$ cat config.mk
export PLATFORM = sky130hd
export DESIGN_NAME = rob_core_top
export DESIGN_NICKNAME = d
export VERILOG_FILES = /design/src/rob_pkg.sv /design/src/commit_unit.sv /design/src/instr_dispatch.sv /design/src/reorder_buffer.sv /design/src/rob_core_top.sv
export SDC_FILE = /design/constraint.sdc
export NUM_CORES = 2
export LEC_CHECK = 0
export BUFFER_PORTS_ARGS = -buffer_cell sky130_fd_sc_hd__buf_2
export CAP_MARGIN = 40
export CORE_ASPECT_RATIO = 1.5
export CORE_MARGIN = 4
export CORE_UTILIZATION = 42
export CTS_CLUSTER_SIZE = 14
export DETAILED_ROUTE_END_ITERATION = 8
export HOLD_SLACK_MARGIN = 0.06
export PLACE_DENSITY_LB_ADDON = 0.12
export SETUP_SLACK_MARGIN = 0.02
export SLEW_MARGIN = 40
export SYNTH_ARGS = -nofsm -noshare
export SYNTH_HDL_FRONTEND = slang
export SYNTH_SLANG_ARGS = --single-unit
$ cat constraint.sdc
create_clock -name clock -period 12.1 [get_ports clock]
set_input_delay 2.42 -clock clock [delete_from_list [all_inputs] [get_ports clock]]
set_output_delay 2.42 -clock clock [all_outputs]
set_load 0.005 [all_outputs]
$ cat src/rob_pkg.sv
// Shared widths, entry tag type and state encodings for the retirement path
package rob_pkg;

  // Tag width bounds the reorder buffer depth to 2**ROB_TAG_W
  localparam int ROB_TAG_W = 4;

  // Data and address paths
  localparam int WORD_W = 32;
  localparam int ADDR_W = 32;

  // Architectural register file
  localparam int ARCH_REG_W = 5;
  localparam int ARCH_REGS  = 2 ** ARCH_REG_W;

  // Result word from the completion bus
  typedef logic [WORD_W-1:0] word_t;

  // Instruction address or resolved jump target
  typedef logic [ADDR_W-1:0] addr_t;

  // Register number, x0 stays zero
  typedef logic [ARCH_REG_W-1:0] arch_reg_t;

  // Reorder buffer entry index
  typedef logic [ROB_TAG_W-1:0] rob_tag_t;

  // Fall-through step of a not-taken jump
  localparam addr_t INSTR_BYTES = 32'd4;

  // Entry lifecycle inside the reorder buffer
  typedef enum logic [1:0] {
    WAITING,
    COMPLETED,
    IGNORE
  } entry_status_e;

  // Commit unit FSM
  // IDLE takes the head, RETIRE reports and writes back
  typedef enum logic {
    IDLE,
    RETIRE
  } commit_state_e;

endpackage

$ cat src/commit_unit.sv
// In-order commit FSM with jump resolution and the architectural register file
`timescale 1ns/1ps

module commit_unit (
  input  logic                clock,
  input  logic                reset,
  // Head entry from the reorder buffer
  input  logic                head_valid,
  input  rob_pkg::addr_t      head_address,
  input  rob_pkg::arch_reg_t  head_dest,
  input  logic                head_writes,
  input  logic                head_jumps,
  input  rob_pkg::word_t      head_result,
  input  rob_pkg::addr_t      head_jmp_address,
  output logic                head_pop,
  // Retire report
  output logic                commit_valid,
  output rob_pkg::addr_t      commit_address,
  output rob_pkg::arch_reg_t  commit_dest,
  output rob_pkg::word_t      commit_result,
  // Redirect on a taken jump
  output logic                jmp_write,
  output rob_pkg::addr_t      jmp_address,
  // Speculation control to dispatch and reorder buffer
  output logic                delete_tag,
  output logic                clear_tag,
  // Register read port
  input  rob_pkg::arch_reg_t  rf_addr,
  output rob_pkg::word_t      rf_data
);

  import rob_pkg::*;

  commit_state_e state;

  // Entry taken from the head
  addr_t     r_address;
  arch_reg_t r_dest;
  logic      r_writes;
  logic      r_jumps;
  word_t     r_result;
  addr_t     r_jmp_address;

  word_t regs [ARCH_REGS];

  logic retire;
  // Predict-not-taken missed
  logic mispredict;

  assign retire     = state == RETIRE;
  assign head_pop   = state == IDLE && head_valid;
  assign mispredict = r_jmp_address != r_address + INSTR_BYTES;

  assign commit_valid   = retire;
  assign commit_address = r_address;
  assign commit_dest    = r_dest;
  assign commit_result  = r_result;

  // Jump outcome pulses for the single RETIRE cycle
  assign jmp_write   = retire && r_jumps && mispredict;
  assign jmp_address = r_jmp_address;
  assign delete_tag  = retire && r_jumps && mispredict;
  assign clear_tag   = retire && r_jumps && !mispredict;

  always_ff @(posedge clock) begin
    if (reset) begin
      state         <= IDLE;
      r_address     <= '0;
      r_dest        <= '0;
      r_writes      <= 1'b0;
      r_jumps       <= 1'b0;
      r_result      <= '0;
      r_jmp_address <= '0;
    end else begin
      case (state)
        IDLE: begin
          if (head_valid) begin
            r_address     <= head_address;
            r_dest        <= head_dest;
            r_writes      <= head_writes;
            r_jumps       <= head_jumps;
            r_result      <= head_result;
            r_jmp_address <= head_jmp_address;
            state         <= RETIRE;
          end
        end
        RETIRE:  state <= IDLE;
        default: state <= IDLE;
      endcase
    end
  end

  // Write-back skips x0
  always_ff @(posedge clock) begin
    if (reset) begin
      for (int i = 0; i < ARCH_REGS; i++) begin
        regs[i] <= '0;
      end
    end else if (retire && r_writes && r_dest != '0) begin
      regs[r_dest] <= r_result;
    end
  end

  assign rf_data = regs[rf_addr];

  // Wrong-path entries left behind a taken jump never reach commit
  a_flush_no_head: assert property (@(posedge clock) disable iff (reset)
    delete_tag |=> !head_valid);

endmodule

$ cat src/instr_dispatch.sv
// Dispatch pipeline register with speculation marking and jump stall
`timescale 1ns/1ps

module instr_dispatch (
  input  logic                clock,
  input  logic                reset,
  // Decoded instruction stream
  input  logic                in_valid,
  input  rob_pkg::addr_t      in_address,
  input  rob_pkg::arch_reg_t  in_dest,
  input  logic                in_writes,
  input  logic                in_jumps,
  output logic                in_ready,
  // Towards the reorder buffer
  output logic                dsp_valid,
  output rob_pkg::addr_t      dsp_address,
  output rob_pkg::arch_reg_t  dsp_dest,
  output logic                dsp_writes,
  output logic                dsp_jumps,
  output logic                dsp_spec,
  input  logic                dsp_ready,
  // Jump resolution from commit
  input  logic                delete_tag,
  input  logic                clear_tag
);

  // A jump is in flight and not yet resolved
  logic jump_pending;
  // Register is empty or drains this cycle
  logic has_space;
  logic accept;

  assign has_space = !dsp_valid || dsp_ready;

  // Flush cycle accepts nothing, the offered instruction waits one cycle
  // Second jump waits for the first to resolve
  assign in_ready = in_valid && has_space && !delete_tag && !(in_jumps && jump_pending);
  assign accept   = in_valid && in_ready;

  always_ff @(posedge clock) begin
    if (reset) begin
      dsp_valid    <= 1'b0;
      dsp_address  <= '0;
      dsp_dest     <= '0;
      dsp_writes   <= 1'b0;
      dsp_jumps    <= 1'b0;
      dsp_spec     <= 1'b0;
      jump_pending <= 1'b0;
    end else begin
      if (delete_tag) begin
        // Held instruction is on the wrong path
        dsp_valid <= 1'b0;
      end else if (accept) begin
        dsp_valid   <= 1'b1;
        dsp_address <= in_address;
        dsp_dest    <= in_dest;
        dsp_writes  <= in_writes;
        dsp_jumps   <= in_jumps;
        // Behind an open jump, unless it resolves as fall-through now
        dsp_spec    <= jump_pending && !clear_tag;
      end else if (dsp_ready) begin
        dsp_valid <= 1'b0;
      end

      // Fall-through resolution also covers a held entry
      if (clear_tag && !accept) begin
        dsp_spec <= 1'b0;
      end

      // Pending jump tracking
      if (delete_tag || clear_tag) begin
        jump_pending <= 1'b0;
      end else if (accept && in_jumps) begin
        jump_pending <= 1'b1;
      end
    end
  end

  // The jump stall keeps a jump from ever being speculative
  a_no_spec_jump: assert property (@(posedge clock) disable iff (reset)
    dsp_valid |-> !(dsp_jumps && dsp_spec));

endmodule

$ cat src/reorder_buffer.sv
// Reorder buffer entry store with allocation, tagged completion, flush and head pop
`timescale 1ns/1ps

module reorder_buffer #(
  parameter int SIZE = 16
) (
  input  logic                clock,
  input  logic                reset,
  // Allocation from dispatch
  input  logic                dsp_valid,
  input  rob_pkg::addr_t      dsp_address,
  input  rob_pkg::arch_reg_t  dsp_dest,
  input  logic                dsp_writes,
  input  logic                dsp_jumps,
  input  logic                dsp_spec,
  output logic                dsp_ready,
  // Tag handed to the execution side
  output logic                issue_valid,
  output rob_pkg::rob_tag_t   issue_tag,
  // Completion bus
  input  logic                cdb_valid,
  input  rob_pkg::rob_tag_t   cdb_tag,
  input  rob_pkg::word_t      cdb_result,
  input  rob_pkg::addr_t      cdb_jmp_address,
  // Head entry towards commit
  output logic                head_valid,
  output rob_pkg::addr_t      head_address,
  output rob_pkg::arch_reg_t  head_dest,
  output logic                head_writes,
  output logic                head_jumps,
  output rob_pkg::word_t      head_result,
  output rob_pkg::addr_t      head_jmp_address,
  input  logic                head_pop,
  // Jump resolution
  input  logic                delete_tag,
  input  logic                clear_tag
);

  import rob_pkg::*;

  // Pointer wrap for power-of-two depths below the tag range
  localparam rob_tag_t PTR_MASK = rob_tag_t'(SIZE - 1);

  generate
    if (SIZE < 2 || SIZE > 2 ** ROB_TAG_W || (SIZE & (SIZE - 1)) != 0) begin : g_bad_size
      $error("reorder_buffer SIZE must be a power of two within the tag range");
    end
  endgenerate

  // Entry fields
  addr_t         ent_address     [SIZE];
  arch_reg_t     ent_dest        [SIZE];
  logic          ent_writes      [SIZE];
  logic          ent_jumps       [SIZE];
  logic          ent_spec        [SIZE];
  word_t         ent_result      [SIZE];
  addr_t         ent_jmp_address [SIZE];
  entry_status_e ent_status      [SIZE];

  rob_tag_t           head_ptr;
  rob_tag_t           tail_ptr;
  logic [ROB_TAG_W:0] count;
  logic               empty;
  logic               alloc;
  logic               discard;
  logic               pop;
  // Distance of a completion tag from the head
  rob_tag_t           cdb_offset;

  assign empty     = count == '0;
  assign dsp_ready = count != SIZE[ROB_TAG_W:0];
  assign alloc     = dsp_valid && dsp_ready;

  // Tag goes out in the allocation cycle
  assign issue_valid = alloc;
  assign issue_tag   = tail_ptr;

  // Head view, only completed entries are offered
  assign head_valid       = !empty && ent_status[head_ptr] == COMPLETED;
  assign head_address     = ent_address[head_ptr];
  assign head_dest        = ent_dest[head_ptr];
  assign head_writes      = ent_writes[head_ptr];
  assign head_jumps       = ent_jumps[head_ptr];
  assign head_result      = ent_result[head_ptr];
  assign head_jmp_address = ent_jmp_address[head_ptr];

  // Flushed entries leave one per cycle without reaching commit
  assign discard = !empty && ent_status[head_ptr] == IGNORE;
  assign pop     = (head_pop && head_valid) || discard;

  assign cdb_offset = (cdb_tag - head_ptr) & PTR_MASK;

  always_ff @(posedge clock) begin
    if (reset) begin
      for (int i = 0; i < SIZE; i++) begin
        ent_status[i] <= WAITING;
        ent_spec[i]   <= 1'b0;
      end
    end else begin
      // Results arrive out of order by tag
      if (cdb_valid && ent_status[cdb_tag] == WAITING) begin
        ent_result[cdb_tag]      <= cdb_result;
        ent_jmp_address[cdb_tag] <= cdb_jmp_address;
        ent_status[cdb_tag]      <= COMPLETED;
      end

      // Taken jump kills the speculative tail, fall-through keeps it
      for (int i = 0; i < SIZE; i++) begin
        if (delete_tag && ent_spec[i]) begin
          ent_status[i] <= IGNORE;
          ent_spec[i]   <= 1'b0;
        end else if (clear_tag) begin
          ent_spec[i] <= 1'b0;
        end
      end

      // New entry last so it wins over stale marks on the free slot
      if (alloc) begin
        ent_address[tail_ptr] <= dsp_address;
        ent_dest[tail_ptr]    <= dsp_dest;
        ent_writes[tail_ptr]  <= dsp_writes;
        ent_jumps[tail_ptr]   <= dsp_jumps;
        ent_spec[tail_ptr]    <= dsp_spec && !delete_tag && !clear_tag;
        ent_status[tail_ptr]  <= (dsp_spec && delete_tag) ? IGNORE : WAITING;
      end
    end
  end

  // Pointers and occupancy
  always_ff @(posedge clock) begin
    if (reset) begin
      head_ptr <= '0;
      tail_ptr <= '0;
      count    <= '0;
    end else begin
      if (alloc) begin
        tail_ptr <= (tail_ptr + 1'b1) & PTR_MASK;
      end
      if (pop) begin
        head_ptr <= (head_ptr + 1'b1) & PTR_MASK;
      end
      case ({alloc, pop})
        2'b10:   count <= count + 1'b1;
        2'b01:   count <= count - 1'b1;
        default: count <= count;
      endcase
    end
  end

  // Full buffer leaves the dispatch entry untouched until a slot frees
  a_full_holds: assert property (@(posedge clock) disable iff (reset)
    dsp_valid && !dsp_ready && !delete_tag |=> dsp_valid && $stable(dsp_address));

  // Commit only takes a completed entry from a non-empty buffer
  a_pop_nonempty: assert property (@(posedge clock) disable iff (reset)
    head_pop |-> !empty && ent_status[head_ptr] == COMPLETED);

  // Completions only target allocated entries
  a_cdb_in_range: assert property (@(posedge clock) disable iff (reset)
    cdb_valid |-> {1'b0, cdb_offset} < count);

endmodule

$ cat src/rob_core_top.sv
// Retirement subsystem top with dispatch, reorder buffer and commit unit
`timescale 1ns/1ps

module rob_core_top #(
  parameter int SIZE = 16
) (
  input  logic                clock,
  input  logic                reset,
  // Decoded instruction stream
  input  logic                in_valid,
  input  rob_pkg::addr_t      in_address,
  input  rob_pkg::arch_reg_t  in_dest,
  input  logic                in_writes,
  input  logic                in_jumps,
  output logic                in_ready,
  // Allocated tag
  output logic                issue_valid,
  output rob_pkg::rob_tag_t   issue_tag,
  // Completion bus
  input  logic                cdb_valid,
  input  rob_pkg::rob_tag_t   cdb_tag,
  input  rob_pkg::word_t      cdb_result,
  input  rob_pkg::addr_t      cdb_jmp_address,
  // Retire report
  output logic                commit_valid,
  output rob_pkg::addr_t      commit_address,
  output rob_pkg::arch_reg_t  commit_dest,
  output rob_pkg::word_t      commit_result,
  // Redirect
  output logic                jmp_write,
  output rob_pkg::addr_t      jmp_address,
  // Register read port
  input  rob_pkg::arch_reg_t  rf_addr,
  output rob_pkg::word_t      rf_data
);

  import rob_pkg::*;

  // Dispatch to reorder buffer
  logic      dsp_valid;
  addr_t     dsp_address;
  arch_reg_t dsp_dest;
  logic      dsp_writes;
  logic      dsp_jumps;
  logic      dsp_spec;
  logic      dsp_ready;

  // Reorder buffer head to commit
  logic      head_valid;
  addr_t     head_address;
  arch_reg_t head_dest;
  logic      head_writes;
  logic      head_jumps;
  word_t     head_result;
  addr_t     head_jmp_address;
  logic      head_pop;

  // Jump resolution fan-out
  logic      delete_tag;
  logic      clear_tag;

  instr_dispatch u_dispatch (
    .clock      (clock),
    .reset      (reset),
    .in_valid   (in_valid),
    .in_address (in_address),
    .in_dest    (in_dest),
    .in_writes  (in_writes),
    .in_jumps   (in_jumps),
    .in_ready   (in_ready),
    .dsp_valid  (dsp_valid),
    .dsp_address(dsp_address),
    .dsp_dest   (dsp_dest),
    .dsp_writes (dsp_writes),
    .dsp_jumps  (dsp_jumps),
    .dsp_spec   (dsp_spec),
    .dsp_ready  (dsp_ready),
    .delete_tag (delete_tag),
    .clear_tag  (clear_tag)
  );

  reorder_buffer #(
    .SIZE(SIZE)
  ) u_rob (
    .clock           (clock),
    .reset           (reset),
    .dsp_valid       (dsp_valid),
    .dsp_address     (dsp_address),
    .dsp_dest        (dsp_dest),
    .dsp_writes      (dsp_writes),
    .dsp_jumps       (dsp_jumps),
    .dsp_spec        (dsp_spec),
    .dsp_ready       (dsp_ready),
    .issue_valid     (issue_valid),
    .issue_tag       (issue_tag),
    .cdb_valid       (cdb_valid),
    .cdb_tag         (cdb_tag),
    .cdb_result      (cdb_result),
    .cdb_jmp_address (cdb_jmp_address),
    .head_valid      (head_valid),
    .head_address    (head_address),
    .head_dest       (head_dest),
    .head_writes     (head_writes),
    .head_jumps      (head_jumps),
    .head_result     (head_result),
    .head_jmp_address(head_jmp_address),
    .head_pop        (head_pop),
    .delete_tag      (delete_tag),
    .clear_tag       (clear_tag)
  );

  commit_unit u_commit (
    .clock           (clock),
    .reset           (reset),
    .head_valid      (head_valid),
    .head_address    (head_address),
    .head_dest       (head_dest),
    .head_writes     (head_writes),
    .head_jumps      (head_jumps),
    .head_result     (head_result),
    .head_jmp_address(head_jmp_address),
    .head_pop        (head_pop),
    .commit_valid    (commit_valid),
    .commit_address  (commit_address),
    .commit_dest     (commit_dest),
    .commit_result   (commit_result),
    .jmp_write       (jmp_write),
    .jmp_address     (jmp_address),
    .delete_tag      (delete_tag),
    .clear_tag       (clear_tag),
    .rf_addr         (rf_addr),
    .rf_data         (rf_data)
  );

endmodule

**Word-level counts from Yosys, hierarchy flattened**

Memory sizes are Yosys's and may differ from the RTL's. A register that Yosys moved wholly into a read port is not among the register bits.
Index checks and enable logic that the tools add are counted.

- Memory bits (writable): 2720
- Output and inout bits: 141
- Flip-flop bits (word level): 56
- Memories kept: 9
- Input bits: 116

Memory list:

| memory | depth | bits a word | read ports | clocked after Yosys merged registers in | write ports | RTL line | text |
|---|---|---|---|---|---|---|---|
| u_commit.regs | 32 | 32 | 1 | 0 | 32 | commit_unit.sv:44 | `word_t regs [ARCH_REGS];` |
| u_rob.ent_address | 16 | 32 | 1 | 1 | 1 | reorder_buffer.sv:51 | `addr_t ent_address [SIZE];` |
| u_rob.ent_jmp_address | 16 | 32 | 1 | 1 | 1 | reorder_buffer.sv:57 | `addr_t ent_jmp_address [SIZE];` |
| u_rob.ent_result | 16 | 32 | 1 | 1 | 1 | reorder_buffer.sv:56 | `word_t ent_result [SIZE];` |
| u_rob.ent_dest | 16 | 5 | 1 | 1 | 1 | reorder_buffer.sv:52 | `arch_reg_t ent_dest [SIZE];` |
| u_rob.ent_status | 16 | 2 | 2 | 1 | 18 | reorder_buffer.sv:58 | `entry_status_e ent_status [SIZE];` |
| +3 memories | -- | -- | -- | -- | -- | -- |  |

- Multiplexer cells: 167
- Bitwise operators: 98
- Add/subtract/negate cells: 5
- Eq/ne operators: 22
- Reductions and logical operators: 59

Operators by type and width:

| kind | number |
|---|---|
| 1-bit two-way mux | 144 |
| 4-bit equality test (second input constant) | 16 |
| 1-bit bitwise OR | 48 |
| 1-bit logical AND | 38 |
| 2-bit two-way mux | 17 |
| 32-bit by 3-bit adder with 32-bit output (second input constant) | 1 |
| 1-bit AND | 32 |
| 32-bit two-way mux | 1 |
| 32-bit != test | 1 |
| 32-bit OR reduction | 1 |
| 1-bit NOT | 18 |
| 5-bit one-hot mux with 2 select lines | 1 |
| 4-bit by 1-bit adder with 4-bit output (second input constant) | 2 |
| 4-bit two-way mux | 2 |
| 1-bit zero test | 7 |
| 2-bit OR reduction | 3 |
| 5-bit by 1-bit adder with 5-bit output (second input constant) | 1 |
| 5-bit zero test | 1 |
| 5-bit two-way mux | 1 |
| 5-bit != test (second input constant) | 1 |
| 5-bit nonzero test | 1 |
| 5-bit by 1-bit subtractor with 5-bit output (second input constant) | 1 |
| 2-bit by 1-bit equality test with 1-bit output (second input constant) | 2 |
| 2-bit equality test (second input constant) | 2 |
| 5 further kinds | 9 |

**Logic depth before layout (Yosys ltp)**

- Word-level depth: 25
- Depth in mapped cells: 14
- Gate-level depth less buffers: 13

**By module**

Synthesis repeated with hierarchy kept, for this count alone.

- Cells, all modules: 6281
- Area, all modules: 118388.5 µm²

Modules (own cells, without submodules):

| module | seq. area each (µm²) | instances | cells an instance | area an instance (µm²) |
|---|---|---|---|---|
| reorder_buffer | 51109.0 | 1 | 2736 | 65600.4 |
| commit_unit | 32831.5 | 1 | 3343 | 50723.6 |
| instr_dispatch | 840.8 | 1 | 202 | 2064.5 |

**Worst setup path after synthesis**

Ideal clock, no wire load.

- Path kind: input to register
- Start: in cdb_tag[0]
- End: mem u_rob.ent_jmp_address[14][0] (netlist name), enable pin
- Required time: 11.456 ns
- Buffers on the path: 1
- Data arrival time: 9.371 ns
- Slack: 2.085 ns
- Stages: 3
- Path through: clkbuf_1 -> mux4_2 -> nor4_1

- Longest elaborated chain between the ends: 6

Ends and longest elaborated chain:

| item | RTL line | text |
|---|---|---|
| from (decl) | rob_core_top.sv:21 | `input rob_pkg::rob_tag_t cdb_tag,` |
| memory read 16 x 2 bit | -- |  |
| 2-bit zero test | reorder_buffer.sv:101 | `if (cdb_valid && ent_status[cdb_tag] == WAITING) begin` |
| 1-bit logical AND | reorder_buffer.sv:101 |  |
| 1-bit two-way mux | reorder_buffer.sv:101 |  |
| 1-bit two-way mux | reorder_buffer.sv:94 | `if (reset) begin` |
| 1-bit two-way mux (implied by the code) | reorder_buffer.sv:103 | `ent_jmp_address[cdb_tag] <= cdb_jmp_address;` |
| to (decl) | reorder_buffer.sv:57 |  |

Several ways; a longest one is shown, not always the timed one.

**Worst setup path in the final report**

- Start: in rf_addr[0]
- End: out rf_data[30]

- Longest elaborated chain between the ends: 1

Ends and longest elaborated chain:

| item | RTL line | text |
|---|---|---|
| from (decl) | rob_core_top.sv:33 | `input rob_pkg::arch_reg_t rf_addr,` |
| memory read 32 x 32 bit | -- |  |
| to (decl) | rob_core_top.sv:34 | `output rob_pkg::word_t rf_data` |

No other way between the ends.

==> results.py <==
metrics = {
    "final_layout": {
        "fin_area_um2": 134000,
        "fillers": 23200,
        "finalNetCount": 6658,
        "drive_above_1_share": 0.273,
        "multi_input_area_um2": 31800,
        "syn_to_final_growth_pct": 13.5,
        "regArea_um2": 84800,
    },
    "synthesis": {
        "async_flop_share": 0,
        "synth_compound_area_frac": 0.0148,
        "netlist_area_um2": 118000,
        "synth_most_common_cell": "edfxtp_1",
        "synth-simple-area-share": 0.0749,
        "synth_edf_count": 2704,
        "synth_area_per_cell_um2": 18.9,
        "ys_seq_area_frac": 0.719,
        "muxShareOfSynthArea": 0.169,
        "syn_inst": 6242,
        "ys_seq_elements": 2883,
        "synth_top_flop_cell": "edfxtp_1",
        "yosysWarnings": 0,
        "ys_top_cells_by_count": "2704 x edfxtp_1, 995 x and2_1, 848 x mux4_2, 384 x clkbuf_1, 334 x nand2_1",
        "synthXorXnorAreaFrac": 0.00386,
        "yosys.area_share.adder": 0.00123,
        "synth_top_area_share": 0.689,
        "synth_top_family_by_area": "multiplexers",
        "yosys.cell_types.count": 75,
        "synthTopCellsByArea": "edfxtp_1 69%, mux4_2 16%, and2_1 5.3%, dfxtp_1 3.0%, clkbuf_1 1.2%",
        "synth_top_area_cell": "edfxtp_1",
    },
    "place": {
        "dp_hpwl_mm": 191,
        "io_buffers": 256,
        "routabilityCongestion": 0.826,
        "place_area_um2": 125000,
    },
    "worst_hold_path": {
        "min_from": "u_commit.commit_result[29]",
        "hold_path_class": "register to register",
    },
    "timing": {
        "finalSetupViolations": 0,
        "period_share": 0.642,
        "max_freq_mhz": 129,
        "drv_slew": 0,
        "rsz0062_at_grt": "false",
        "fin_crit_ns": 7.76,
        "finalHoldViolations": 0,
        "finalClockSkew_ns": 0.0641,
        "setup_tns_ns": 0,
        "slew_headroom": 0.386,
        "worst_pin_slew_ns": 0.921,
    },
    "run": {
        "maxCapViolCount": 0,
    },
    "cts": {
        "cts_resized": 0,
        "hold_buffers": 0,
        "clkLatencyLatePin_ns": 0.87,
        "cts_buffer_depth": 4,
        "cts_tree": "yes",
        "cts_root_buffer": "clkbuf_16",
        "htree_num_levels": 5,
        "cts_buffers": 289,
        "cts.sinks": 2883,
        "path_clk_slew_ns": 0.06,
        "postCtsSetupRepairBufs": 0,
    },
    "floorplanning": {
        "die_area_um2": 289000,
        "design.core.area_um2": 280000,
        "die_x_um": 441,
        "start_util": 0.422,
        "die_height_um": 657,
        "rows": 238,
        "ios": 257,
    },
    "worst_setup_path": {
        "crit_buf_inv": 4,
        "crit_fanout": 42,
        "cpMaxStageDelayCell": "mux4_2",
        "end_kind": "output pin",
        "cp_data_required_time_ns": 9.68,
        "criticalPathCategory": "input pin to output pin",
        "startpoint_type": "input pin",
        "path_common_cell": "mux4_2",
        "cp_slowest_stage_delay_ns": 0.58,
        "crit_arrival_ns": 5.34,
        "critPathLaunch": "rf_addr[0]",
        "path_delay_family": "multiplexers",
        "path_cells": "buf_8 > buf_16 > buf_6 > mux4_2 > mux4_2 > mux2_2 > buf_2",
        "reg2reg_from": "u_commit.commit_address[2]",
    },
    "detailed_routing": {
        "via_count": 59400,
        "via_per_inst": 5.67,
        "drt-total-wl_mm": 336,
        "ant_nets": 0,
        "drc": 0,
        "first_iter_violations": 5273,
        "post_drt_wl_per_cell_um": 32.0,
        "drt_pre_antenna_iters": 5,
    },
    "global_routing": {
        "grt_pass1_vias": 63000,
        "antenna_found_initial": 45,
        "track_usage": 0.231,
        "grt_overflow": 0,
        "grt_max_degree": 125,
        "grt_pass1_wl_mm": 476,
    },
    "power_and_ir_drop": {
        "ir_worst_vdd_uv": 118,
        "power_per_cell_area_nw_per_um2": 164,
        "total_leakage_power_uw": 0.0437,
    },
    "run_status": {
        "status": "complete, no violations",
    },
}
## per-layer routing
layer / vias to the layer above / share of wire / track usage
li1: 25100 / - / -
met3: 559 / 0.051 / 0.0335
met1: 32000 / 0.39 / 0.292
met2: 1759 / 0.53 / 0.415
met5: - / 0.00068 / 0
met4: 34 / 0.028 / 0.0616
## worst reg2reg max path, stage by stage, from the launching register on
cell and delay (ns):
dfxtp_1 0.49, ha_1 0.30, nand4_1 0.18, nor3_2 0.42
nor3b_1 0.31, xnor2_1 0.15, nand4_1 0.14, or4_2 0.87
a21oi_4 0.26, buf_4 0.45, buf_4 0.54, mux2i_1 0.27
## flip-flops by register name, summed over array words and instances (netlist names), 32 cells and up, named ones only
name,flops
u_commit.regs,1024
u_rob.ent_address,512
u_rob.ent_jmp_address,512
u_rob.ent_result,512
u_rob.ent_dest,80
u_commit.commit_address,32
u_commit.commit_result,32
u_commit.jmp_address,32
u_dispatch.dsp_address,32
u_rob.ent_status,32
## metrics by stage
stage | setup slack [ns] | instances | power [uW] | hold WS, ns | utilization
floorplan | 2.09 | 6273 | 12800 | 0.444 | -
global placement | 4.08 | 9941 | 13500 | 0.448 | 0.444
detailed placement | 4.05 | 9956 | 13500 | 0.453 | 0.445
CTS | 4.05 | 10500 | 22300 | 0.462 | 0.478
global route | 4.12 | 10500 | 22800 | 0.479 | 0.478
finish | 4.34 | 10500 | 22000 | 0.461 | 0.478
## cell families (layout without fill, tap and decap cells)
family,Yosys count,count (layout)
muxes,924,924
other,1,41
buffers and inverters,510,1000
adders and majority gates,11,11
xor gates and xnor gates,52,52
DFF,2883,2883
and+or+nand+nor,1585,1585
AOI/OAI and AO/OA,276,276
## layout by cell type (no fill, tap or decap), drive strengths merged, types with 20 or more instances in the layout
cell type / Yosys / routed
nand4: 21 / 21
nor2: 122 / 122
mux2i: 44 / 44
clkbuf: 385 / 404
edfxtp: 2704 / 2704
xnor2: 33 / 33
buf: 91 / 442
a21oi: 138 / 138
inv: 34 / 41
nand3: 20 / 20
conb: 1 / 32
dfxtp: 179 / 179
mux2: 32 / 32
o21ai: 54 / 54
nor3: 32 / 32
clkinv: 0 / 99
nand2: 335 / 335
mux4: 848 / 848
and2: 995 / 995
## final timing paths
| check | depth (start not counted) | to | slack [ns] |
|---|---|---|---|
| hold / removal | 2 | u_commit.commit_result[29] | 0.46 |
| setup / recovery | 7 | rf_data[30] | 4.34 |
| setup reg to reg | 11 | u_dispatch.dsp_address[22] | 7.62 |
| hold reg to reg | 2 | u_commit.commit_result[29] | 0.46 |
## final cells by class
cell class,instances,share of cell area
flip-flops and latches,2883,0.634
inverters,34,0.000992
well taps,3720,0.0348
clock inverters,120,0.00631
diodes,9,0.000168
repair buffers,443,0.0244
multi-input cells,2880,0.238
clock buffers,403,0.0615
## power by group
group | switching, uW | internal [uW]
sequential | 117 | 11100
combinational | 1050 | 1030
clock | 3780 | 4950
(Power assumes the default switching activity.)
